<file path="config.mk">
export PLATFORM = sky130hd
export DESIGN_NAME = lsu_result
export DESIGN_NICKNAME = d
export VERILOG_FILES = /design/src/design/lsu_pkg.sv /design/src/design/lsu_result.sv
export VERILOG_INCLUDE_DIRS = /design/src /design/src/design
export SDC_FILE = /design/constraint.sdc
export NUM_CORES = 1
export LEC_CHECK = 0
export BUFFER_PORTS_ARGS = -buffer_cell sky130_fd_sc_hd__buf_2
export CORE_ASPECT_RATIO = 1.5
export CORE_UTILIZATION = 42
export DETAILED_ROUTE_END_ITERATION = 10
export PLACE_DENSITY = 0.8
export SYNTH_ARGS = -nofsm -noshare
export SYNTH_HDL_FRONTEND = slang
export SYNTH_SLANG_ARGS = --single-unit
export TNS_END_PERCENT = 20
</file>
<file path="constraint.sdc">
create_clock -name i_clk -period 1.8 [get_ports i_clk]
set_input_delay 0.18 -clock i_clk [delete_from_list [all_inputs] [get_ports i_clk]]
set_output_delay 0.18 -clock i_clk [all_outputs]
set_load 0.03 [all_outputs]
</file>
<file path="src/design/lsu_defines.svh">
// LSU widths and memory size
// data width, memory depth in bytes and the byte address width derived from it

`ifndef LSU_DEFINES_SVH
`define LSU_DEFINES_SVH

// core data width
`define LSU_XLEN 32

// data memory depth in bytes, power of two
`define LSU_MEM_BYTES 1024

// byte address width, log2 of the memory depth
`define LSU_AW $clog2(`LSU_MEM_BYTES)

`endif

</file>
<file path="src/design/lsu_pkg.sv">
// LSU types
// data and address vectors, funct3 width codes, request and decoded records
// and the wishbone master states

`default_nettype none

`include "lsu_defines.svh"

package lsu_pkg;

    // data word as carried on the bus
    typedef logic [`LSU_XLEN-1:0] word_t;

    // byte address into the data memory
    typedef logic [`LSU_AW-1:0] addr_t;

    // word address, low two byte bits dropped
    typedef logic [`LSU_AW-3:0] waddr_t;

    // one bit per byte lane
    typedef logic [3:0] sel_t;

    // risc-v funct3 load codes, stores reuse 0..2
    typedef enum logic [2:0] {
        LB  = 3'd0,
        LH  = 3'd1,
        LW  = 3'd2,
        LBU = 3'd4,
        LHU = 3'd5
    } funct3_t;

    // request as seen at the top-level port
    typedef struct packed {
        logic    is_store;
        funct3_t funct3;
        addr_t   addr;
        word_t   wdata;
    } lsu_req_t;

    // request after lane decode
    typedef struct packed {
        logic       is_store;
        funct3_t    funct3;
        waddr_t     waddr;
        logic [1:0] offset;
        sel_t       sel;
        word_t      wdata;      // already shifted into its lanes
        logic       misaligned;
    } lsu_dec_t;

    // wishbone master
    typedef enum logic {
        IDLE,
        WAIT_ACK
    } bus_state_t;

endpackage

`default_nettype wire

</file>
<file path="src/design/lsu_result.sv">
// LSU result stage
// picks the addressed byte or half from the bus word, extends it per funct3
// and registers done, read data and fault

`default_nettype none

`include "lsu_defines.svh"

module lsu_result (
    input  wire                logic i_clk,
    input  wire                logic i_rst,
    input  wire                logic i_cmpl,
    input  lsu_pkg::lsu_dec_t  i_cmpl_dec,
    input  lsu_pkg::word_t     i_rdata_raw,
    output logic               o_done,
    output lsu_pkg::word_t     o_rdata,
    output logic               o_fault
);

    lsu_pkg::word_t shifted;
    lsu_pkg::word_t ext;
    logic           load_ok;

    // addressed byte lands in bits 7:0
    assign shifted = i_rdata_raw >> {i_cmpl_dec.offset, 3'b000};

    always_comb
    begin
        case (i_cmpl_dec.funct3)
            lsu_pkg::LB:  ext = {{(`LSU_XLEN-8){shifted[7]}}, shifted[7:0]};
            lsu_pkg::LH:  ext = {{(`LSU_XLEN-16){shifted[15]}}, shifted[15:0]};
            lsu_pkg::LBU: ext = {{(`LSU_XLEN-8){1'b0}}, shifted[7:0]};
            lsu_pkg::LHU: ext = {{(`LSU_XLEN-16){1'b0}}, shifted[15:0]};
            default:      ext = i_rdata_raw;   // LW, whole word
        endcase
    end

    // stores and faults return zero
    assign load_ok = !i_cmpl_dec.is_store && !i_cmpl_dec.misaligned;

    always_ff @(posedge i_clk)
    begin
        if (i_rst)
        begin
            o_done  <= 1'b0;
            o_fault <= 1'b0;
        end
        else
        begin
            o_done  <= i_cmpl;
            o_fault <= i_cmpl && i_cmpl_dec.misaligned;
        end
    end

    // data is only meaningful with done
    always_ff @(posedge i_clk)
    begin
        if (i_cmpl)
            o_rdata <= load_ok ? ext : '0;
    end

endmodule

`default_nettype wire

</file>
==> results.md <==
- Status: finished clean
- Number of global-route vias before repair: 1507
- Period utilisation layout: 71.4%
- Post-synth cell types: 31
- Drt total wl: roughly 4.4 mm
- Sequential area share after synthesis: a little over half
- Finished Layout Cells: 292
- EDFF count, synth: 32
- CP endpoint kind: register
- Initial Utilization: 43.9%
- First drt pass iteration count: 4
- Leak: approximately 0.00097 uW
- CP Max Fanout: 18
- All-Layer GR Usage: 19.4%
- Syn avg cell area: 10.9 um^2
- Clk pwr share: 29.4%
- Max rail drop VDD: 0.553 mV
- Slew margin rel.: 51.4%
- Chip Height: 83.3 um
- Ys flop type: edfxtp_1
- Gpl congestion: 0.927
- First-pass GRT wire length: 6.98 mm
- WL per Instance: approximately 15 um
- Combinational share of power: 22.2%
- Die area: roughly 4700 um^2
- Count of input and output buffers: 75
- Congestion Overflow GR: 0
- Crit Path Category: input pin to register
- Largest net degree at the start of global routing: 34
- Area grow syn2layout: 27.0%
- RSZ-0062 raised after global routing: no
- Nature of the critical path startpoint: input pin
- WP data required: 1.82 ns
- Internal cell power: 1380 uW
- Count leader, synth: edfxtp_1
- Worst EP arrival: about 1.3 ns
- Fin Setup TNS: 0 ns
- Synth top cells by count: edfxtp_1 (32), a21oi_1 (24), nand2_1 (18), o21ai_0 (15), nor2_1 (11)
- Setup violators final: 0
- Layout cells sized above 1: a little over two fifths
- Hold Path Depth: 2
- Nets: 331
- Inserted Clock Buffers: 5
- Drc violations: 0
- Dpl cells: 284
- Root Buffer: clkbuf_8
- Main area contributors after synthesis: edfxtp_1 (52%), a21oi_1 (6.5%), mux2i_1 (4.9%), o21ai_0 (4.1%), nand2_1 (3.7%)
- Initial antenna violation count: 0
- CTS Hold Bufs: 0
- Final ANT Viol Nets: 0
- Mapped Area: 1850 um^2
- Worst-Margin Slew: 0.728 ns
- I/O pin cnt: 120
- TritonCTS clock tree: done
- Synth Instances: 170
- Net Sw Frac: 29.0%
- Max Slew Vio Count: 0
- Via count: between 1500 and 2000
- DP Wirelength: 3.31 mm
- Rows: 29
- Pwr Density: 826 nW/um^2
- Sequential share of power: 48.4%
- Clock slew at reported path FFs: ~0.060 ns
- Inserted Diodes: 0
- Iteration-0 DRC Markers: 66
- Post-synthesis net count: about 260
- # H-tree levels: 2
- Final number of hold-violating endpoints: 0
- Largest area contributor in the netlist: edfxtp_1
- Yosys warns: 0
- Minimum clock period: 1.29 ns
- F_max: 778 MHz
- Switching Power: 564 uW
- # resized after CTS: 0
- Num Clock Sinks: 34
- HP Class: input pin to register
- Total of max-cap violations: 0
- Core area: about 4200 um^2
- Share of the synthesized area in the top cell type: 52.0%
- Die W: 56.2 um
- Post-CTS Setup Repair Bufs: 0
- Number of synthesized register bits: 34
- Clock buffer depth: 2
- Ys async rst share: 0%
- Via/cell ratio: approximately 5.5
==> kinds of logic after synthesis <==
| family | after synthesis | synth area share (%) |
|---|---|---|
| xor+xnor | 1 | 0.474 |
| simple gates | 52 | 14.4 |
| compound gates | 58 | 20.8 |
| flops | 34 | 54.1 |
| mux | 11 | 6.22 |
| buf+inv | 14 | 3.99 |
==> critical path, stage by stage <==
cell and delay [ns]:
buf_2 0.13, buf_4 0.25, mux2i_1 0.31, o21ai_0 0.13
o21ai_0 0.20, o21ai_1 0.09
==> cells in the final DEF, fill, tap and decap left out, drive strengths merged <==
| master | Yosys | final |
|---|---|---|
| buf | 7 | 81 |
| edfxtp | 32 | 32 |
| a21oi | 24 | 24 |
| o21ai | 23 | 23 |
| nand2 | 18 | 18 |
| nor2 | 12 | 12 |
| mux2i | 10 | 10 |
| nand3 | 8 | 8 |
| nand3b | 7 | 7 |
| o221a | 7 | 7 |
| clkbuf | 6 | 7 |
| dfxtp | 2 | 2 |
| nand2b | 2 | 2 |
| nor3b | 2 | 2 |
| mux2 | 1 | 1 |
| xor2 | 1 | 1 |
| a311oi | 1 | 1 |
| o311ai | 1 | 1 |
| or2 | 1 | 1 |
| a211oi | 1 | 1 |
| inv | 1 | 1 |
| a211o | 1 | 1 |
| nor2b | 1 | 1 |
| and2 | 1 | 1 |
| clkinv | 0 | 1 |
==> through the flow <==
step                setup WS, ns  util, %  total power [uW]  hold WS, ns  cell area, um^2
floorplan                  0.432        -              1230        0.259             1850
global placement           0.243     53.6              1380        0.344             2260
detailed placement         0.230     53.6              1390        0.350             2260
CTS                        0.519     55.8              1950       0.0551             2350
global route               0.455     55.8              2020       0.0617             2350
finish                     0.514     55.8              1940       0.0565             2350
==> metal layers <==
metal | part of all wire (%) | vias to the layer above | track usage [%]
met3 | 5.0 | 11 | 2.80
met4 | 2.1 | 0 | 9.09
li1 | - | 786 | -
met5 | 0 | - | 0
met2 | 54 | 65 | 35.1
met1 | 39 | 752 | 21.7
==> power groups by stage <==
stage / Combinational [uW] / Clock, uW / Sequential, uW
floorplan: 148 / 0 / 1080
global placement: 423 / 0 / 956
detailed placement: 430 / 0 / 957
CTS: 430 / 582 / 941
global route: 460 / 614 / 945
finish: 430 / 571 / 940
==> sequential cells by signal (all words and copies together) (netlist names) <==
register and count:
o_done 1, o_fault 1, o_rdata 32
==> final timing paths <==
kind            from          to  slack, ns
min            i_rst      o_done       0.06
max   i_cmpl_dec[38]  o_rdata[9]       0.51
==> layout make-up <==
type / count / area (um^2)
Multi-Input combinational cell: 122 / 774
Fill cell: 370 / 1860
Timing Repair Buffer: 81 / 420
Clock buffer: 7 / 86.3
Tap cell: 46 / 57.6
Clock inverter: 1 / 5.00
Sequential cell: 34 / 1000
Inverter: 1 / 3.75
Note: power is estimated with default switching activity, not from simulation.
