<file path="src/design/lsu_defines.svh">
// LSU widths and memory size
// data width, memory depth in bytes and the byte address width derived from it

`ifndef LSU_DEFINES_SVH
`define LSU_DEFINES_SVH

// core data width
`define LSU_XLEN 32

// data memory depth in bytes, power of two
`define LSU_MEM_BYTES 1024

// byte address width, log2 of the memory depth
`define LSU_AW $clog2(`LSU_MEM_BYTES)

`endif

</file>
<file path="src/design/lsu_pkg.sv">
// LSU types
// data and address vectors, funct3 width codes, request and decoded records
// and the wishbone master states

`default_nettype none

`include "lsu_defines.svh"

package lsu_pkg;

    // data word as carried on the bus
    typedef logic [`LSU_XLEN-1:0] word_t;

    // byte address into the data memory
    typedef logic [`LSU_AW-1:0] addr_t;

    // word address, low two byte bits dropped
    typedef logic [`LSU_AW-3:0] waddr_t;

    // one bit per byte lane
    typedef logic [3:0] sel_t;

    // risc-v funct3 load codes, stores reuse 0..2
    typedef enum logic [2:0] {
        LB  = 3'd0,
        LH  = 3'd1,
        LW  = 3'd2,
        LBU = 3'd4,
        LHU = 3'd5
    } funct3_t;

    // request as seen at the top-level port
    typedef struct packed {
        logic    is_store;
        funct3_t funct3;
        addr_t   addr;
        word_t   wdata;
    } lsu_req_t;

    // request after lane decode
    typedef struct packed {
        logic       is_store;
        funct3_t    funct3;
        waddr_t     waddr;
        logic [1:0] offset;
        sel_t       sel;
        word_t      wdata;      // already shifted into its lanes
        logic       misaligned;
    } lsu_dec_t;

    // wishbone master
    typedef enum logic {
        IDLE,
        WAIT_ACK
    } bus_state_t;

endpackage

`default_nettype wire

</file>
<file path="src/design/lsu_decode.sv">
// LSU decode stage
// takes one request while the path is idle and registers its bus form:
// word address, byte lanes, lane-shifted store data and a misalignment flag

`default_nettype none

`include "lsu_defines.svh"

module lsu_decode (
    input  wire                logic i_clk,
    input  wire                logic i_rst,
    input  wire                logic i_req_valid,
    input  lsu_pkg::lsu_req_t  i_req,
    input  wire                logic i_idle,
    output lsu_pkg::lsu_dec_t  o_dec,
    output logic               o_dec_valid
);

    logic              accept;
    lsu_pkg::lsu_dec_t dec_next;

    // strobes seen while busy are simply dropped
    assign accept = i_req_valid && i_idle;

    always_comb
    begin
        dec_next.is_store = i_req.is_store;
        dec_next.funct3   = i_req.funct3;
        dec_next.waddr    = i_req.addr[`LSU_AW-1:2];
        dec_next.offset   = i_req.addr[1:0];
        // store data moved up to the lane of its first byte
        dec_next.wdata    = i_req.wdata << {i_req.addr[1:0], 3'b000};

        case (i_req.funct3)
            lsu_pkg::LB, lsu_pkg::LBU:
            begin
                dec_next.sel        = lsu_pkg::sel_t'(4'b0001) << i_req.addr[1:0];
                dec_next.misaligned = 1'b0;
            end
            lsu_pkg::LH, lsu_pkg::LHU:
            begin
                // halves at offset 3 spill out of the word, caught by misaligned
                dec_next.sel        = lsu_pkg::sel_t'(4'b0011) << i_req.addr[1:0];
                dec_next.misaligned = i_req.addr[0];
            end
            default:
            begin
                // word access, also covers unused codes
                dec_next.sel        = 4'b1111;
                dec_next.misaligned = |i_req.addr[1:0];
            end
        endcase
    end

    // valid pulse, one per accepted request
    always_ff @(posedge i_clk)
    begin
        if (i_rst)
            o_dec_valid <= 1'b0;
        else
            o_dec_valid <= accept;
    end

    // decoded payload, held until the next acceptance
    always_ff @(posedge i_clk)
    begin
        if (accept)
            o_dec <= dec_next;
    end

endmodule

`default_nettype wire

</file>
<file path="config.mk">
export PLATFORM = sky130hd
export DESIGN_NAME = lsu_decode
export DESIGN_NICKNAME = d
export VERILOG_FILES = /design/src/design/lsu_pkg.sv /design/src/design/lsu_decode.sv
export VERILOG_INCLUDE_DIRS = /design/src /design/src/design
export SDC_FILE = /design/constraint.sdc
export NUM_CORES = 1
export LEC_CHECK = 0
export ABC_AREA = 1
export BUFFER_PORTS_ARGS = -buffer_cell sky130_fd_sc_hd__buf_4
export CORE_MARGIN = 2
export CORE_UTILIZATION = 45
export CTS_CLUSTER_SIZE = 28
export DETAILED_ROUTE_END_ITERATION = 8
export PLACE_DENSITY = 0.76
export SYNTH_ARGS = -nofsm -noshare
export SYNTH_HDL_FRONTEND = slang
export SYNTH_SLANG_ARGS = --single-unit
export TNS_END_PERCENT = 1
</file>
<file path="constraint.sdc">
create_clock -name i_clk -period 1.72 [get_ports i_clk]
set_input_delay 0.086 -clock i_clk [delete_from_list [all_inputs] [get_ports i_clk]]
set_output_delay 0.086 -clock i_clk [all_outputs]
set_load 0.03 [all_outputs]
</file>
==> reports/results.txt, run 1 <==
The number of vias per cell was 4.72; the final max-slew violation count was 0. Clock tree synthesis inserted a total of 5 buffers. Across the whole layout, storage elements account for 1550 um^2. The first TritonRoute pass finished after 4 iterations.

The share of power burned in combinational logic was 21.7%. The iteration-0 DRC count of the detailed router is 179. The warning count from the yosys run was 0.

The worst setup path is captured at a flip-flop. The logs give 5070 um^2 for the area of the core and 0 for the final antenna-violating net count. The worst-case IR drop observed on VDD is 0.000379 V. Buffers placed on the I/O ports in this run total 101. In this run, placement finished with an instance count of 396. The run gives 0 as the sum of overflow across all layers after global routing.

Hold timing on the final database bottoms out at a slack of 0.0493 ns. The critical path ends at o_dec[34]. The layout has 406 filler cells. Row generation in the floorplan step produced 26 rows. The kind of start point of the critical path was an input pin.

The transition time at the pin with the least slew margin was 0.425 ns. By startpoint and endpoint, the worst setup path is classified as in2reg. The minimum clock period after layout works out to 1.03 ns. Setup repair after global routing left no endpoint under its margin.

The logs give 102 for the number of primary I/O pins and 21.0% for the overall fraction of global-route tracks in use. The final sum of negative setup slack is 0 ns, and the register bit total from synthesis is 52. The die footprint was 5800 um^2.

The flow ran to the end, and the final reports show no timing, DRC or antenna violations. CTS built an H-tree with a depth of 2. The final antenna diode count was 0; the die width was 76.2 um. The count of different cell masters after synthesis is 17, and the number of buffers added to fix hold violations after cts is 13. The run gives 3.77 mm as the post-DP HPWL. The routed design has 5.77 mm of wire. Synthesis produced a netlist whose cell count is 233.

Max-cap violations in this run came to 0. The longest clock path from root to sink contains 2 buffers. After clock tree synthesis, the clock-pin slew on the worst setup and hold paths is 0.09 ns.

For the power share of the clock group, the log shows 25.4%. TritonCTS built the clock tree. Counting flops with an async set or reset pin after synthesis yields a share of 0%. Measured against its own limit, the worst slew margin works out to 71.7%. The biggest area contributor in the post-synthesis netlist is edfxtp_1. The layout cell share with drive strength beyond 1 came out at 34.0%. The count of cells in the finished layout, fillers not included, comes to 417. In this run, post-CTS repair resized a total of 0 instances. Counting flops with a built-in enable in the synthesized netlist gives 51.

Routed wire length per instance: 13.8 um. STA puts the critical path data arrival time at 1.10 ns. In this run the static leakage power is 1.61 nW. The DRC violation count after routing is 0.

Final RePlAce weighted congestion: 0.805. The worst path uses 60.1% of the clock period. The class of the most critical hold timing path was in2reg. Area added between synthesis and finish: 43.3%.

Among all cell types in the netlist, the one instantiated most often is nand2_1. For the total area of multi-input combinational cells, the log shows 576 um^2. The final hold violation count was 0; the upper clock frequency limit was 968 MHz.

Sorting the synthesized cells by area gives the leading types as edfxtp_1 65%, nand2_1 14%, inv_1 5.4%, nand3_1 5.1%, nor2_1 2.7%. Counting every net in the synthesized netlist gives 283. In this run the power spent charging and discharging nets is 0.806 mW. Among all flip-flop cells after synthesis, the most frequent one is edfxtp_1. The commonest cells after synthesis are 88 x nand2_1, 51 x edfxtp_1, 34 x inv_1, 24 x nand3_1, 17 x nor2_1.

The launching element of the worst setup path is i_req[43]. The cell sitting at the root of the clock tree is a clkbuf_8. The clock sink total is 52.

For the area of the mapped netlist, the log shows 2340 um^2. The power density over the cells is 855 nW/um^2. The tools report the sequential cell fraction of total power as 52.9%.

The height of the die was 76.2 um; the detailed-route via count was 1970. The maximum fanout along the worst path is 5. The initial utilization of the core area, before any placement, comes to 46.2%. The largest net degree at the start of global routing came out at 52.

Setup violations remaining at the end of the flow were counted as 0. The run gives 1.79 ns as the required time of the worst setup path. The initial antenna violation count was 0.

The internal power of the cells totals 2.07 mW. The first global-routing pass estimated 9.55 mm of wire. The area share of the largest cell type after synthesis is 65.3%. The share of the Yosys chip area taken by registers is 66.2%. The mean post-synth cell area works out to 10.1 um^2. The count of buffers added by post-CTS timing repair for setup was 0; the final-stage net count was 396. The switching share of power was 28.0%. The run gives 1990 as the number of global-route vias before repair.
==> sequential cells by signal, summed over array words and instances (netlist names) <==
| register | cells |
|---|---|
| o_dec_valid | 1 |
| o_dec | 51 |
==> per-layer routing <==
metal  GRT usage (%)  up-vias  wire [um]  part of all wire, %
met5               0        -          0                    0
met4            7.45        0        109                  1.9
met3            6.52       10        421                  7.3
met2            36.0       86       2970                   51
met1            25.0      908       2270                   39
li1                -      966          -                    -
==> cells by family (layout without fill, tap and decap cells) <==
group / count (synthesis) / after routing / synth area share [%]
AND/OR/NAND/NOR: 135 / 135 / 24.3
flip-flops: 52 / 52 / 66.2
buffers and inverters: 45 / 159 / 9.28
AO/OA/AOI/OAI: 1 / 1 / 0.213
==> area by class of cell <==
| class | instances | area share (%) |
|---|---|---|
| sequential | 52 | 46.2 |
| timing repair buffer | 115 | 27.0 |
| multi-input combinational | 136 | 17.1 |
| inverter | 36 | 4.17 |
| tap | 70 | 2.61 |
| clock buffer | 6 | 2.46 |
| clock inverter | 2 | 0.447 |
==> power by group through the flow <==
| stage | Clock [mW] | Combinational [mW] | Sequential (mW) |
|---|---|---|---|
| floorplan | 0 | 0.171 | 1.73 |
| global placement | 0 | 0.586 | 1.55 |
| detailed placement | 0 | 0.596 | 1.55 |
| CTS | 0.748 | 0.622 | 1.52 |
| global route | 0.800 | 0.667 | 1.53 |
| finish | 0.730 | 0.622 | 1.52 |
==> critical path, stage by stage <==
cell	delay, ns
dlygate4sd3_1	0.54
buf_4	0.13
inv_1	0.08
nand2_1	0.08
nand2_1	0.07
nand2_1	0.07
nand2_1	0.06
==> worst min-delay path by stage <==
| stage | startpoint | endpoint | slack (ns) | depth (start not counted) |
|---|---|---|---|---|
| 3_3_place_gp | i_rst | o_dec_valid | 0.24 | 2 |
| 4_1_cts | i_req_valid | o_dec_valid | 0.05 | 3 |
| 2_1_floorplan | i_rst | o_dec_valid | 0.16 | 1 |
| 3_5_place_dp | i_rst | o_dec_valid | 0.25 | 2 |
| 6_report | i_req_valid | o_dec_valid | 0.05 | 3 |
| 5_1_grt | i_req[6] | o_dec[23] | 0.04 | 3 |
==> placed cells by master, fill, tap and decap left out, drive strengths merged <==
cell / count
clkinvlp: 2
edfxtp: 51
nor2: 19
o21ai: 1
inv: 36
clkbuf: 6
buf: 102
dfxtp: 1
dlygate4sd3: 13
nand2: 91
nand4: 1
nand3: 24
==> metrics by stage <==
stage | utilization [%] | total power [mW] | setup slack (ns) | instance area [um^2]
final | 66.2 | 2.87 | 0.687 | 3360
after global placement | 61.7 | 2.13 | 0.537 | 3130
after detailed placement | 61.7 | 2.14 | 0.514 | 3130
after global routing | 66.2 | 3.00 | 0.597 | 3360
after floorplan | - | 1.90 | 0.174 | 2340
after CTS | 66.2 | 2.89 | 0.715 | 3360
Power figures use the tool's default switching activity.
==> run 2, diff against run 1 <==
Settings changed: CORE_UTILIZATION 45 to 42, PLACE_DENSITY 0.76 to 0.75.
Clock period 1.72 ns to 0.9 ns, I/O delays scaled along.
==> run 2 against run 1 <==
Effect of this change:
- die area increased by 6.8%
- critical path type is now reg2out
- cell area increased by 10%
- sequential share of layout area decreased by 4.2 points
- the run now ends with setup timing left
- highest routed layer unchanged
==> reports/results.txt, run 2 (same netlist as run 1, synthesis figures left out) <==
The count of buffers added by post-CTS timing repair for setup was 0 (unchanged); the flip-flop count of the largest register, all copies and words added was 51 (unchanged). The final worst-path setup slack came out at -0.0342 ns (was 0.687 ns). The die footprint is 6200 um^2 (was 5800 um^2). Destination of the critical timing path: o_dec[20] (was o_dec[34]). Highest-count cells in the layout ignoring fill and taps: 87 x nand2_1, 58 x buf_4, 51 x edfxtp_1, 51 x buf_6, 33 x inv_1 (was 101 x buf_4, 88 x nand2_1, 51 x edfxtp_1). The met3 usage in global routing was 6.59% (was 6.52%).

For the total clock buffers created by CTS, the log shows 5 (unchanged). The launching element of the worst setup path was o_dec[20] (was i_req[43]). For the remaining max-slew budget at the tightest pin, the log shows 85.8% (was 71.7%). The area added between synthesis and finish was 57.7% (was 43.3%); the critical path arrival was 0.89 ns (was 1.10 ns).

The number of vias per cell is 4.56 (was 4.72). TritonCTS built the clock tree. The tools report the kind of capture point of the worst setup path as an output pin (was a flip-flop). The DRC violation count after routing was 0 (unchanged). The required time of the worst setup path came out at 0.85 ns (was 1.79 ns). The layer with the highest usage is met2 (unchanged).

The number of search-and-repair iterations in the first detailed-routing pass was 4 (unchanged); the register area was 1550 um^2 (unchanged). Post-CTS clock slew at the launch and capture registers of the worst setup and hold paths: 0.09 ns (about the same). The master of the slowest instance on the critical path is edfxtp_1 (was dlygate4sd3_1). The checks that failed: setup timing. The detailed-route via count is 1962 (was 1970), and the largest buffer count on any clock path is 2 (unchanged). The ratio of final minimum period to clock period came out at 104%.

The total of max-cap violations came out at 0 (unchanged). The highest cell delay on the worst timing path came out at 0.43 ns (was 0.54 ns). The layout cell share with drive strength beyond 1 is 36.0% (was 34.0%), and the final max-slew violation count is 0 (unchanged). The number of buffer and inverter instances along the worst setup path came out at 1 (was 3). The run finished, with violations left. Setup repair after global routing could not meet its margin everywhere. The power density over the cells came out at 1580 nW/um^2 (was 855 nW/um^2). The worst path needs 0.934 ns of the cycle, external delays included. The placement row count was 27 (was 26). Leakage power: 1.74 nW (was 1.61 nW).

The number of primary I/O pins was 102 (unchanged); the worst-case vdd ir drop was 0.000894 V (was 0.000379 V). The area of the core came out at 5440 um^2 (was 5070 um^2). The run gives 3700 um^2 (was 3360 um^2) as the total non-filler cell area in the finished layout. The height of the die was 78.7 um (was 76.2 um); the clock sink total was 52 (unchanged). Largest register by flop count: o_dec (unchanged). Largest net degree at the start of global routing: 28 (was 52). For the final antenna-violating net count, the log shows 0 (unchanged). The number of global-route vias before repair is 1863 (was 1990), and the final hold violation count is 0 (unchanged). The maximum fanout along the worst path was 1 (was 5); the post-DP HPWL was 3.95 mm (was 3.77 mm). The count of port buffers added during placement works out to 101 (unchanged).

The die width was 78.7 um (was 76.2 um); the final antenna diode count was 0 (unchanged). The sum of overflow across all layers after global routing was 0 (unchanged). The transition time at the pin with the least slew margin came out at 0.213 ns (was 0.425 ns). Buffer cell driving the clock tree root: clkbuf_8 (unchanged).

Worst setup path category: reg2out (was in2reg). The logs give 5.40 mm (was 5.77 mm) for the routed wire length and 426 (was 406) for the final-layout fill cell count. Routing usage on met1: 21.9% (was 25.0%). The placed cell area was 3260 um^2 (was 3130 um^2). The wire length of the first global-routing pass was 8.49 mm (was 9.55 mm). The cell class contributing the biggest share of worst-path delay was flip-flops (was buffers and inverters). For the worst hold margin, the log shows 0.0200 ns (was 0.0493 ns).

The overall fraction of global-route tracks in use is 17.7% (was 21.0%). The tools report the final RePlAce weighted congestion as 0.747 (was 0.805). The logs give -0.193 ns (was 0 ns) for the final sum of negative setup slack and 2 (unchanged) for the depth of the CTS H-tree.

The initial cell density of the core is 43.1% (was 46.2%). Post-route core utilization: 68.0% (was 66.2%). Worst-path cell chain: buf_6 (was dlygate4sd3_1 > buf_4 > inv_1 > nand2_1 > nand2_1 > nand2_1 > nand2_1). The tools report the final-stage net count as 407 (was 396). The kind of start point of the critical path was a flip-flop (was an input pin). The tools report the count of endpoints failing setup in the final report as 12 (was 0). Largest regs: o_dec x51, o_dec_valid x1 (unchanged).

For the initial antenna violation count, the log shows 0 (unchanged). The commonest non-fill, non-tap cell in the layout was nand2_1 (was buf_4). The total area of multi-input combinational cells is 592 um^2 (was 576 um^2), and the iteration-0 DRC count of the detailed router is 114 (was 179). For the total power, the log shows 5.85 mW (was 2.87 mW).

The class of the most critical hold timing path was in2reg (unchanged). The tools report the upper clock frequency limit as 1070 MHz. Routed wire length per instance: 12.6 um (was 13.8 um). The total number of cells along the worst setup path was 1 (was 7). The met2 global-route usage is 29.4% (was 36.0%).
==> run 2: cell types whose count changed in the layout (fill, tap and decap cells not counted), sizes merged <==
cell,change
clkbuf,-1
bufinv,+1
clkinv,+1
inv,-1
buf,+10
dlygate4sd3,+1
==> run 2: power breakdown <==
| part | leakage [nW] | internal [mW] | switching, mW |
|---|---|---|---|
| clock network | 0.0541 | 0.823 | 0.754 |
| registers | 0.473 | 2.86 | 0.0803 |
| logic | 1.22 | 0.616 | 0.721 |
==> run 2: layout make-up <==
| type | count | area share (%) |
|---|---|---|
| clock buffers | 5 | 1.86 |
| clock inverters | 3 | 1.15 |
| inverters | 36 | 3.89 |
| multi-input cells | 136 | 16.0 |
| flip-flops and latches | 52 | 41.9 |
| well taps | 72 | 2.44 |
| repair buffers | 126 | 32.7 |
==> run 2: how the worst min path moves through the flow <==
stage	start	end	slack, ns	depth (start not counted)
4_1_cts	i_idle	o_dec_valid	0.0003	3
6_report	i_req[6]	o_dec[23]	0.02	3
5_1_grt	i_req[0]	o_dec[17]	0.02	3
3_5_place_dp	i_rst	o_dec_valid	0.21	2
2_1_floorplan	i_rst	o_dec_valid	0.12	1
3_3_place_gp	i_rst	o_dec_valid	0.20	2
==> run 2: through the flow <==
| stage | std cells | setup WS, ns |
|---|---|---|
| 2_1_floorplan | 233 | -0.295 |
| 3_3_place_gp | 408 | 0.0324 |
| 3_5_place_dp | 408 | 0.00584 |
| 4_1_cts | 429 | -0.0396 |
| 5_1_grt | 430 | -0.0654 |
| 6_report | 430 | -0.0342 |
==> run 2: layer usage <==
layer  wire [um]  share of wire [%]
met1        2220                 41
met2        2570                 48
met3         536                9.9
met4          68                1.3
met5           0                  0
==> run 2: what timing repair did <==
item | 4_1_cts | 5_1_grt
endpoints found under the hold margin | 13 | 1
gates resized for setup | 39 | 12
cloned | 0 | 0
hold buffers | 13 | 1
endpoints found under the setup margin | 39 | 51
