[config.mk]
export PLATFORM = sky130hd
export DESIGN_NAME = lsu_execute
export DESIGN_NICKNAME = d
export VERILOG_FILES = /design/src/design/lsu_pkg.sv /design/src/design/lsu_execute.sv
export VERILOG_INCLUDE_DIRS = /design/src /design/src/design
export SDC_FILE = /design/constraint.sdc
export NUM_CORES = 1
export LEC_CHECK = 0
export BUFFER_PORTS_ARGS = -buffer_cell sky130_fd_sc_hd__buf_2
export CELL_PAD_IN_SITES_DETAIL_PLACEMENT = 1
export CELL_PAD_IN_SITES_GLOBAL_PLACEMENT = 1
export CORE_ASPECT_RATIO = 0.7
export CORE_MARGIN = 2
export CORE_UTILIZATION = 25
export CTS_BUF_LIST = sky130_fd_sc_hd__clkbuf_4 sky130_fd_sc_hd__clkbuf_8 sky130_fd_sc_hd__clkbuf_16
export CTS_CLUSTER_SIZE = 12
export DETAILED_ROUTE_END_ITERATION = 8
export PLACE_DENSITY = 0.85
export SETUP_SLACK_MARGIN = 0.5
export SYNTH_ARGS = -nofsm -noshare
export SYNTH_HDL_FRONTEND = slang
export SYNTH_SLANG_ARGS = --single-unit
[constraint.sdc]
create_clock -name i_clk -period 0.9 [get_ports i_clk]
set_input_delay 0.18 -clock i_clk [delete_from_list [all_inputs] [get_ports i_clk]]
set_output_delay 0.18 -clock i_clk [all_outputs]
set_load 0.02 [all_outputs]
[src/design/lsu_defines.svh]
// LSU widths and memory size
// data width, memory depth in bytes and the byte address width derived from it

`ifndef LSU_DEFINES_SVH
`define LSU_DEFINES_SVH

// core data width
`define LSU_XLEN 32

// data memory depth in bytes, power of two
`define LSU_MEM_BYTES 1024

// byte address width, log2 of the memory depth
`define LSU_AW $clog2(`LSU_MEM_BYTES)

`endif

[src/design/lsu_pkg.sv]
// LSU types
// data and address vectors, funct3 width codes, request and decoded records
// and the wishbone master states

`default_nettype none

`include "lsu_defines.svh"

package lsu_pkg;

    // data word as carried on the bus
    typedef logic [`LSU_XLEN-1:0] word_t;

    // byte address into the data memory
    typedef logic [`LSU_AW-1:0] addr_t;

    // word address, low two byte bits dropped
    typedef logic [`LSU_AW-3:0] waddr_t;

    // one bit per byte lane
    typedef logic [3:0] sel_t;

    // risc-v funct3 load codes, stores reuse 0..2
    typedef enum logic [2:0] {
        LB  = 3'd0,
        LH  = 3'd1,
        LW  = 3'd2,
        LBU = 3'd4,
        LHU = 3'd5
    } funct3_t;

    // request as seen at the top-level port
    typedef struct packed {
        logic    is_store;
        funct3_t funct3;
        addr_t   addr;
        word_t   wdata;
    } lsu_req_t;

    // request after lane decode
    typedef struct packed {
        logic       is_store;
        funct3_t    funct3;
        waddr_t     waddr;
        logic [1:0] offset;
        sel_t       sel;
        word_t      wdata;      // already shifted into its lanes
        logic       misaligned;
    } lsu_dec_t;

    // wishbone master
    typedef enum logic {
        IDLE,
        WAIT_ACK
    } bus_state_t;

endpackage

`default_nettype wire

[src/design/lsu_execute.sv]
// LSU execute stage
// wishbone classic master, one bus cycle per aligned access;
// misaligned accesses complete at once without touching the bus

`default_nettype none

module lsu_execute (
    input  wire                logic i_clk,
    input  wire                logic i_rst,
    input  lsu_pkg::lsu_dec_t  i_dec,
    input  wire                logic i_dec_valid,
    output logic               o_wb_cyc,
    output logic               o_wb_stb,
    output logic               o_wb_we,
    output lsu_pkg::waddr_t    o_wb_addr,
    output lsu_pkg::word_t     o_wb_data,
    output lsu_pkg::sel_t      o_wb_sel,
    input  wire                logic i_wb_ack,
    input  lsu_pkg::word_t     i_wb_data,
    output logic               o_cmpl,
    output lsu_pkg::lsu_dec_t  o_cmpl_dec,
    output lsu_pkg::word_t     o_rdata_raw,
    output logic               o_busy
);

    lsu_pkg::bus_state_t state_q;
    lsu_pkg::lsu_dec_t   dec_q;
    logic                miss_q;    // completion of a misaligned access

    always_ff @(posedge i_clk)
    begin
        if (i_rst)
        begin
            state_q <= lsu_pkg::IDLE;
            miss_q  <= 1'b0;
        end
        else
        begin
            miss_q <= 1'b0;
            case (state_q)
                lsu_pkg::IDLE:
                begin
                    if (i_dec_valid && i_dec.misaligned)
                        miss_q <= 1'b1;
                    else if (i_dec_valid)
                        state_q <= lsu_pkg::WAIT_ACK;
                end
                lsu_pkg::WAIT_ACK:
                begin
                    // memory never stalls, ack closes the cycle
                    if (i_wb_ack)
                        state_q <= lsu_pkg::IDLE;
                end
                default: state_q <= lsu_pkg::IDLE;
            endcase
        end
    end

    // hold the access for the bus and for the result stage
    always_ff @(posedge i_clk)
    begin
        if (i_dec_valid)
            dec_q <= i_dec;
    end

    // cyc spans the whole cycle
    assign o_wb_cyc  = (state_q == lsu_pkg::WAIT_ACK);
    // stb falls with ack so the slave sees exactly one strobe
    assign o_wb_stb  = o_wb_cyc && !i_wb_ack;
    assign o_wb_we   = dec_q.is_store;
    assign o_wb_addr = dec_q.waddr;
    assign o_wb_data = dec_q.wdata;
    assign o_wb_sel  = dec_q.sel;

    assign o_cmpl      = miss_q || (o_wb_cyc && i_wb_ack);
    assign o_cmpl_dec  = dec_q;
    assign o_rdata_raw = i_wb_data;

    // dec_valid term covers the cycle between acceptance and the fsm
    assign o_busy = i_dec_valid || o_wb_cyc || miss_q;

endmodule

`default_nettype wire

==> impl_metrics.ini, run 1 <==
[run_status]
status = finished, violations left
failed_checks = negative setup slack

[route]
drtIter0Drc = 46
drtAntennaViolNets = 0
via_per_inst = 3.74
vias = 1313
drt-total-wl_um = 5700
wire_per_inst_um = 16.3
drc_errors = 0
first_pass_iters = 4

[pwr]
seqPwrFrac_pct = 46.6
power_mw = 6.64
vdd_drop_max_mv = 0.649
internal_power_mw = 4.99
power_frac_clock_pct = 31.4
switching_share_pct = 24.9
p_leak_nw = 1.52
power.density_nw_per_um2 = 1910
switching_power_mw = 1.65
p_comb_share_pct = 22.0

[timing]
clock_skew_ps = 0.114
fin_ws_ps = -379
fmax_mhz = 782
slew_violations = 0
finalCriticalPeriod_ps = 1280
whs_ps = 67.2
worst_pin_slew_ps = 167
setup_viol = 102
finalHoldViolations = 0
finalCritPeriodShare_pct = 142
rsz0062_at_grt = yes
max_slew_margin_pct = 88.9

[global_routing]
grt_max_degree = 16
grt_usage_pct = 10.6
antenna_found_initial = 0
grt_pass1_wl_um = 7430
overflow = 0
grt_pass1_vias = 1411

[cts]
cts_root_buf = clkbuf_16
clk_pin_slew_ps = 70
insertion_delay_ps = 280
ctsLongestPathBuffers = 2
cts_sinks = 53
postCtsHoldBufs = 0
numCtsBuffers = 5
cts_tree = built
cts_max_level = 2

[cells_and_area]
final_common_cell = buf_6
multi_input_area_sq_um = 68.8
final_core_util_pct = 40.9
fin_nets = 318
seqCellArea_sq_um = 1580
nFillCells = 880
drive_above_1_share_pct = 77.5
stdcell_count = 351
final_cell_mix = buf_6, buf_2, edfxtp_1, clkbuf_16, buf_4
synthToLayoutAreaGrowth_pct = 57.8
diodes = 0

[synth]
synth_mux_area_share_pct = 0
synth_cell_types = 9
synth_xor_area_share_pct = 0
syn-mean-instance-area_sq_um = 16.2
syn-num-nets = 223
syn-cell-area_sq_um = 2210
synthAdderAreaFrac_pct = 0
synth_compound_area_share_pct = 0.850
synthSimpleGateAreaFrac_pct = 1.81
synth_seq_area_share_pct = 71.2
synth-seq-cells = 53
syn_inst = 136
synth_top_family_by_area = buffers and inverters
ys_warn_count = 0

[worst_setup_path]
critical_path.max_fanout = 2
required_ps = 720
arrival_ps = 1100
path_class = reg -> out
cp-end-kind = output pin
rr_startpoint = o_wb_cyc
crit_start = miss_q
cp-start-kind = flop

[floorplanning]
rows = 28
initial_core_util_pct = 25.9
die_width_um = 116
die_h_um = 82.6
die_area_sq_um = 9610
coreArea_sq_um = 8510
ios = 219

[place]
portBuffers = 154
dp_hpwl_um = 3990
gp_congestion = 0.650
post-place-cells = 340

[worst_hold_path]
min_path_type = in -> reg
hold_start = i_dec[45]

[run]
maxCapViolCount = 0
==> synth_stat cells, drive strengths merged <==
cell type   n  area share (%)
o21ba       1            0.45
buf        77              26
and4bb      1            0.57
a21o        1            0.40
or3         1            0.28
nor3b       1            0.34
dfxtp       2             1.8
nor2b       1            0.62
edfxtp     51              69
==> sequential cells by signal, indices dropped and copies added (netlist names) <==
name	count
o_wb_addr	8
miss_q	1
o_wb_we	1
o_wb_sel	4
o_cmpl_dec	6
o_wb_data	32
o_wb_cyc	1
==> path summary, 6_finish.rpt <==
path | to | slack [ps] | cells past startpoint
worst max-delay path | o_busy | -380 | 2
worst min-delay path | o_wb_addr[6] | 70 | 1
worst max register to register | o_wb_cyc | -100 | 5
worst min register to register | o_wb_cyc | 760 | 3
==> power by group through the flow <==
stage / clock, mW / combinational (mW) / sequential, mW
2_1_floorplan: 0 / 0.861 / 3.33
3_3_place_gp: 0 / 1.02 / 3.05
3_5_place_dp: 0 / 1.03 / 3.06
4_1_cts: 2.18 / 1.37 / 3.07
5_1_grt: 2.24 / 1.53 / 3.11
6_report: 2.08 / 1.46 / 3.09
==> timing repair <==
item / 4_1_cts / 5_1_grt
endpoints found under the setup margin: 153 / 153
cloned: 1 / 0
setup buffers: 3 / 0
pin swaps: 4 / 0
gates resized for setup: 157 / 47
==> critical path: stages, from the launching register on <==
cell	delay (ps)
dfxtp_2	320
or3_4	360
buf_6	140
==> layer usage <==
metal	share of wire (%)	GRT usage [%]	vias up
met5	0	0	-
met4	0.86	3.57	0
met3	14	6.28	7
met2	52	19.5	117
met1	33	9.85	609
li1	-	-	580
==> through the flow <==
stage | instance area [sq um] | worst slack (ps) | setup TNS [ps]
final | 3480 | -379 | -15340
after global routing | 3480 | -402 | -18570
after CTS | 3340 | -393 | -15840
after detailed placement | 2630 | -160 | -2750
after global placement | 2630 | -160 | -2440
after floorplan | 2630 | -40.6 | -40.6
==> cell type report <==
cell class	instances	share of cell area, %
clock buffers	5	3.59
repair buffers	165	43.9
flip-flops and latches	53	45.2
well taps	120	4.31
clock inverters	2	1.01
multi-input cells	6	1.97
==> logic make-up after synthesis <==
group | Yosys count
AO/OA/AOI/OAI | 2
buffers and inverters | 77
AND/OR/NAND/NOR | 4
flip-flops | 53
(Power assumes the default switching activity.)
==> run 2: changes to the inputs <==
--- a/config.mk
+++ b/config.mk
@@ -10,7 +10,7 @@
 export CELL_PAD_IN_SITES_DETAIL_PLACEMENT = 1
 export CELL_PAD_IN_SITES_GLOBAL_PLACEMENT = 1
 export CORE_ASPECT_RATIO = 0.7
-export CORE_MARGIN = 2
+export CORE_MARGIN = 10
 export CORE_UTILIZATION = 25
 export CTS_BUF_LIST = sky130_fd_sc_hd__clkbuf_4 sky130_fd_sc_hd__clkbuf_8 sky130_fd_sc_hd__clkbuf_16
 export CTS_CLUSTER_SIZE = 12
==> impl_metrics.ini, run 2 (synthesis gave the netlist of run 1 again) <==
[run_status]
status = finished, violations left
failed_checks = negative setup slack

[timing]
clock_skew_ps = 3.22
finalHoldViolations = 0
max_slew_margin_pct = 89.8
fin_ws_ps = -380
fmax_mhz = 781
whs_ps = 68.7
slew_violations = 0
finalCritPeriodShare_pct = 142
worst_pin_slew_ps = 153
finalCriticalPeriod_ps = 1280
timing.setup.tns_ps = -15080
rsz0062_at_grt = yes
setup_viol = 101

[global_routing]
grt_usage_pct = 9.40
grt_pass1_vias = 1538
overflow = 0
grt_max_degree = 24
antenna_found_initial = 0
grt_pass1_wl_um = 9540

[floorplanning]
initial_core_util_pct = 25.9
rows = 28
coreArea_sq_um = 8510
ios = 219
die_h_um = 98.6
die_width_um = 132
die_area_sq_um = 13100

[place]
post_dp_cell_area_sq_um = 2630
portBuffers = 154
post-place-cells = 340
dp_hpwl_um = 5210
gp_congestion = 0.653
place_ws_ps = -171

[cells_and_area]
synthToLayoutAreaGrowth_pct = 59.5
nFillCells = 875
final_core_util_pct = 41.4
final_common_cell = buf_6
largest_register_ff_count = 32
final_cell_mix = buf_6, buf_2, edfxtp_1, buf_4, clkbuf_16
seqCellArea_sq_um = 1580
multi_input_area_sq_um = 75.1
stdcell_count = 357
final_area_sq_um = 3520
diodes = 0
fin_nets = 323
drive_above_1_share_pct = 77.6

[route]
drtIter0Drc = 38
drtAntennaViolNets = 0
wire_per_inst_um = 18.9
first_pass_iters = 3
drt-total-wl_um = 6750
vias = 1339
drc_errors = 0
via_per_inst = 3.75

[cts]
numCtsBuffers = 5
ctsLongestPathBuffers = 2
cts_tree = built
cts_root_buf = clkbuf_16
cts_max_level = 2
clk_pin_slew_ps = 70
cts_sinks = 53
insertion_delay_ps = 280

[worst_setup_path]
required_ps = 720
cp-end-kind = output pin
critical_path.max_fanout = 2
cp-start-kind = flop
arrival_ps = 1100
path_class = reg -> out

[pwr]
power.density_nw_per_um2 = 1820
power_mw = 6.43
p_leak_nw = 1.54
vdd_drop_max_mv = 0.637

[worst_hold_path]
min_path_type = in -> reg

[run]
maxCapViolCount = 0
[run 2: changes by cell type in the layout (fill, tap and decap cells not counted)]
cell	delta
a21o_2	-1
a21o_4	+1
buf_12	-1
buf_2	-4
buf_4	+5
buf_6	+4
buf_8	+1
bufbuf_16	-1
bufinv_16	-1
clkbuf_16	+1
clkinv_1	+1
clkinv_4	+1
[run 2: timing repair]
| item | 4_1_cts | 5_1_grt |
|---|---|---|
| endpoints found under the setup margin | 153 | 153 |
| buffers inserted | 2 | 6 |
| hold buffers | 0 | 0 |
| resized for setup | 197 | 15 |
| gates cloned | 0 | 1 |
| pin swaps | 4 | 0 |
[run 2: worst paths after layout]
path / start / to / slack, ps / cells after the start
min reg2reg: o_wb_cyc / miss_q / 700 / 2
min: i_dec[17] / o_wb_data[16] / 70 / 1
max reg2reg: o_wb_cyc / o_wb_cyc / -100 / 5
max: miss_q / o_busy / -380 / 2
[run 2: per-layer routing]
metal | GRT usage [%] | routed length [um] | vias to the layer above | share of wire (%)
met4 | 1.77 | 21 | 0 | 0.31
met3 | 6.34 | 856 | 2 | 13
met2 | 16.9 | 3570 | 106 | 53
li1 | - | - | 591 | -
met1 | 8.80 | 2310 | 640 | 34
met5 | 0 | 0 | - | 0
[run 2: layout make-up]
class,count,share of cell area (%)
Clock buffer,5,3.55
Clock inverter,3,0.497
Multi-Input combinational cell,6,2.13
Sequential cell,53,44.7
Tap cell,120,4.26
Timing Repair Buffer,170,44.8
[run 2: critical path, cell delays in order (launching register included)]
cell     delay, ps
dfxtp_2        320
or3_4          360
buf_6          140
[run 2: report_power, final]
part           leakage [nW]  internal, mW  switching (mW)
combinational         0.952         0.791           0.723
clock                0.0712          1.02           0.800
sequential            0.517          2.93           0.165
total                  1.54          4.74            1.69
==> run 3: changes to the inputs <==
--- a/config.mk
+++ b/config.mk
@@ -6,6 +6,7 @@
 export SDC_FILE = /design/constraint.sdc
 export NUM_CORES = 1
 export LEC_CHECK = 0
+export ABC_AREA = 1
 export BUFFER_PORTS_ARGS = -buffer_cell sky130_fd_sc_hd__buf_2
 export CELL_PAD_IN_SITES_DETAIL_PLACEMENT = 1
 export CELL_PAD_IN_SITES_GLOBAL_PLACEMENT = 1
@@ -15,7 +16,9 @@
 export CTS_BUF_LIST = sky130_fd_sc_hd__clkbuf_4 sky130_fd_sc_hd__clkbuf_8 sky130_fd_sc_hd__clkbuf_16
 export CTS_CLUSTER_SIZE = 12
 export DETAILED_ROUTE_END_ITERATION = 8
+export GPL_ROUTABILITY_DRIVEN = 0
 export PLACE_DENSITY = 0.85
+export RECOVER_POWER = 50
 export SETUP_SLACK_MARGIN = 0.5
 export SYNTH_ARGS = -nofsm -noshare
 export SYNTH_HDL_FRONTEND = slang
==> impl_metrics.ini, run 3 <==
[synth]
yosys-top-cells-count = buf_4, edfxtp_1, nand2_1, inv_1
yosysTopAreaCellShare_pct = 69.3
ys_async_sr_fraction_pct = 0
synth_compound_area_share_pct = 0
synth_mux_area_share_pct = 0
syn-num-nets = 232
synth_xor_area_share_pct = 0
synth-seq-cells = 53
ys_warn_count = 0
synth-edff-count = 51
synth_cell_types = 9
ys.flop_type = edfxtp_1
synth_top_cell_by_area = edfxtp_1
syn-mean-instance-area_sq_um = 15.2
synth_top_family_by_area = buffers and inverters
synth_seq_area_share_pct = 71.1
synth_most_common_cell = buf_4
synthSimpleGateAreaFrac_pct = 1.92
synthAdderAreaFrac_pct = 0
ys_top_cells_by_area = edfxtp_1, buf_4, dfxtp_1
syn_inst = 145
syn-cell-area_sq_um = 2210

[timing]
slew_violations = 0
finalCriticalPeriod_ps = 1100
rsz0062_at_grt = yes
clock_skew_ps = 0.357
worst_pin_slew_ps = 168
timing.setup.tns_ps = -15100
max_slew_margin_pct = 88.8
fmax_mhz = 906
setup_viol = 101
finalHoldViolations = 0
fin_ws_ps = -204
finalCritPeriodShare_pct = 123

[route]
wl_met1_um = 2710
drt-total-wl_um = 7420
met2_length_um = 3900
top_layer_used = met4
first_pass_iters = 3
via_per_inst = 3.85
route.met3.wl_um = 743
drtAntennaViolNets = 0
drtIter0Drc = 28
wire_per_inst_um = 20.0
vias = 1429
drc_errors = 0

[cts]
clk_pin_slew_ps = 60
cts_sinks = 53
cts_tree = built
cts_max_level = 2
insertion_delay_ps = 280
numCtsBuffers = 5
postCtsHoldBufs = 0
cts_root_buf = clkbuf_16
ctsLongestPathBuffers = 2

[run_status]
status = finished, violations left
failed_checks = negative setup slack

[global_routing]
grt_pass1_wl_um = 10300
overflow = 0
grt_pass1_vias = 1576
grt_max_degree = 22
antenna_found_initial = 0
grt_usage_pct = 10.3

[run]
maxCapViolCount = 0

[worst_setup_path]
required_ps = 720
r2r_setup_slack_ps = -10
path_buf_inv = 2
path_cells = inv_4 -> nor2_4 -> buf_6
cp-start-kind = flop
timing.rr.end = miss_q
rr_startpoint = o_wb_cyc
arrival_ps = 920
cp-end-kind = output pin
cp_slowest_cell = dfxtp_4
path_class = reg -> out
cp_slowest_stage_delay_ps = 380
crit_family = flip-flops
critical_path.max_fanout = 4
r2r_cells = 5

[cells_and_area]
drive_above_1_share_pct = 75.7
final_area_sq_um = 3770
final_cell_mix = buf_6, edfxtp_1, buf_2, clkbuf_16
final_common_cell = buf_6
largest_register_ff_count = 32
nFillCells = 883
diodes = 0
fin_nets = 338
final_core_util_pct = 44.1
synthToLayoutAreaGrowth_pct = 70.5

[pwr]
p_leak_nw = 1.65
power.density_nw_per_um2 = 1810
vdd_drop_max_mv = 0.659

[floorplanning]
rows = 28
die_area_sq_um = 13100
ios = 219
die_width_um = 132
coreArea_sq_um = 8550
initial_core_util_pct = 25.9
die_h_um = 98.7

[worst_hold_path]
hold_start = i_dec[41]
hold_path_depth = 1
min_path_type = in -> reg
holdPathEnd = o_wb_addr[2]

[place]
portBuffers = 154
post_dp_cell_area_sq_um = 2630
dp_hpwl_um = 5300
run 3: worst max-delay path by stage:
| stage | from | cells past startpoint | endpoint |
|---|---|---|---|
| 6_report | o_wb_cyc | 3 | o_wb_stb |
| 2_1_floorplan | o_wb_we | 1 | o_cmpl_dec[50] |
| 3_3_place_gp | i_dec_valid | 4 | o_busy |
| 5_1_grt | o_wb_cyc | 3 | o_wb_stb |
| 3_5_place_dp | i_dec_valid | 2 | o_wb_data[7] |
| 4_1_cts | o_wb_cyc | 3 | o_busy |
run 3: metal layers:
layer	global-route usage (%)	vias up
met4	3.54	0
met1	10.2	700
met3	5.27	5
li1	-	622
met2	18.2	102
met5	0	-
run 3: final cells by class:
type	count	area, sq um	share of cell area, %
clock inverter	2	35.0	0.930
timing repair buffer	176	1780	47.1
multi-input combinational	10	85.1	2.26
tap	120	150	3.98
sequential	53	1580	41.8
clock buffer	5	125	3.32
inverter	5	21.3	0.564
run 3: cells by family (layout without fill, tap and decap cells):
logic type	count (synthesis)	in the layout
DFF	53	53
and+or+nand+nor	10	10
buffers and inverters	82	188
run 3: worst register-to-register path, delay by kind of cell, from the launching register on:
family | cells | cell delay (ps)
simple gates | 3 | 260
buf+inv | 2 | 240
flops | 1 | 360
run 3: timing repair:
item                       in CTS  in global routing
pin swaps                       2                  3
setup endpoints to repair     153                153
buffers inserted                3                  8
resized for setup             202                 24
cloned                          2                  5
run 3: power by group:
group	switching, mW	internal (mW)
Sequential	0.176	2.93
Combinational	0.768	0.870
Clock	0.794	1.29
Total	1.74	5.09
run 3: per-stage QoR:
step | hold WS [ps] | setup WS (ps) | cells | power (mW)
floorplan | 279 | 63.0 | 145 | 4.21
global placement | 357 | -42.8 | 346 | 4.11
detailed placement | 359 | -38.1 | 346 | 4.14
CTS | 55.5 | -215 | 358 | 6.79
global route | 48.0 | -260 | 371 | 7.14
finish | 67.7 | -204 | 371 | 6.83
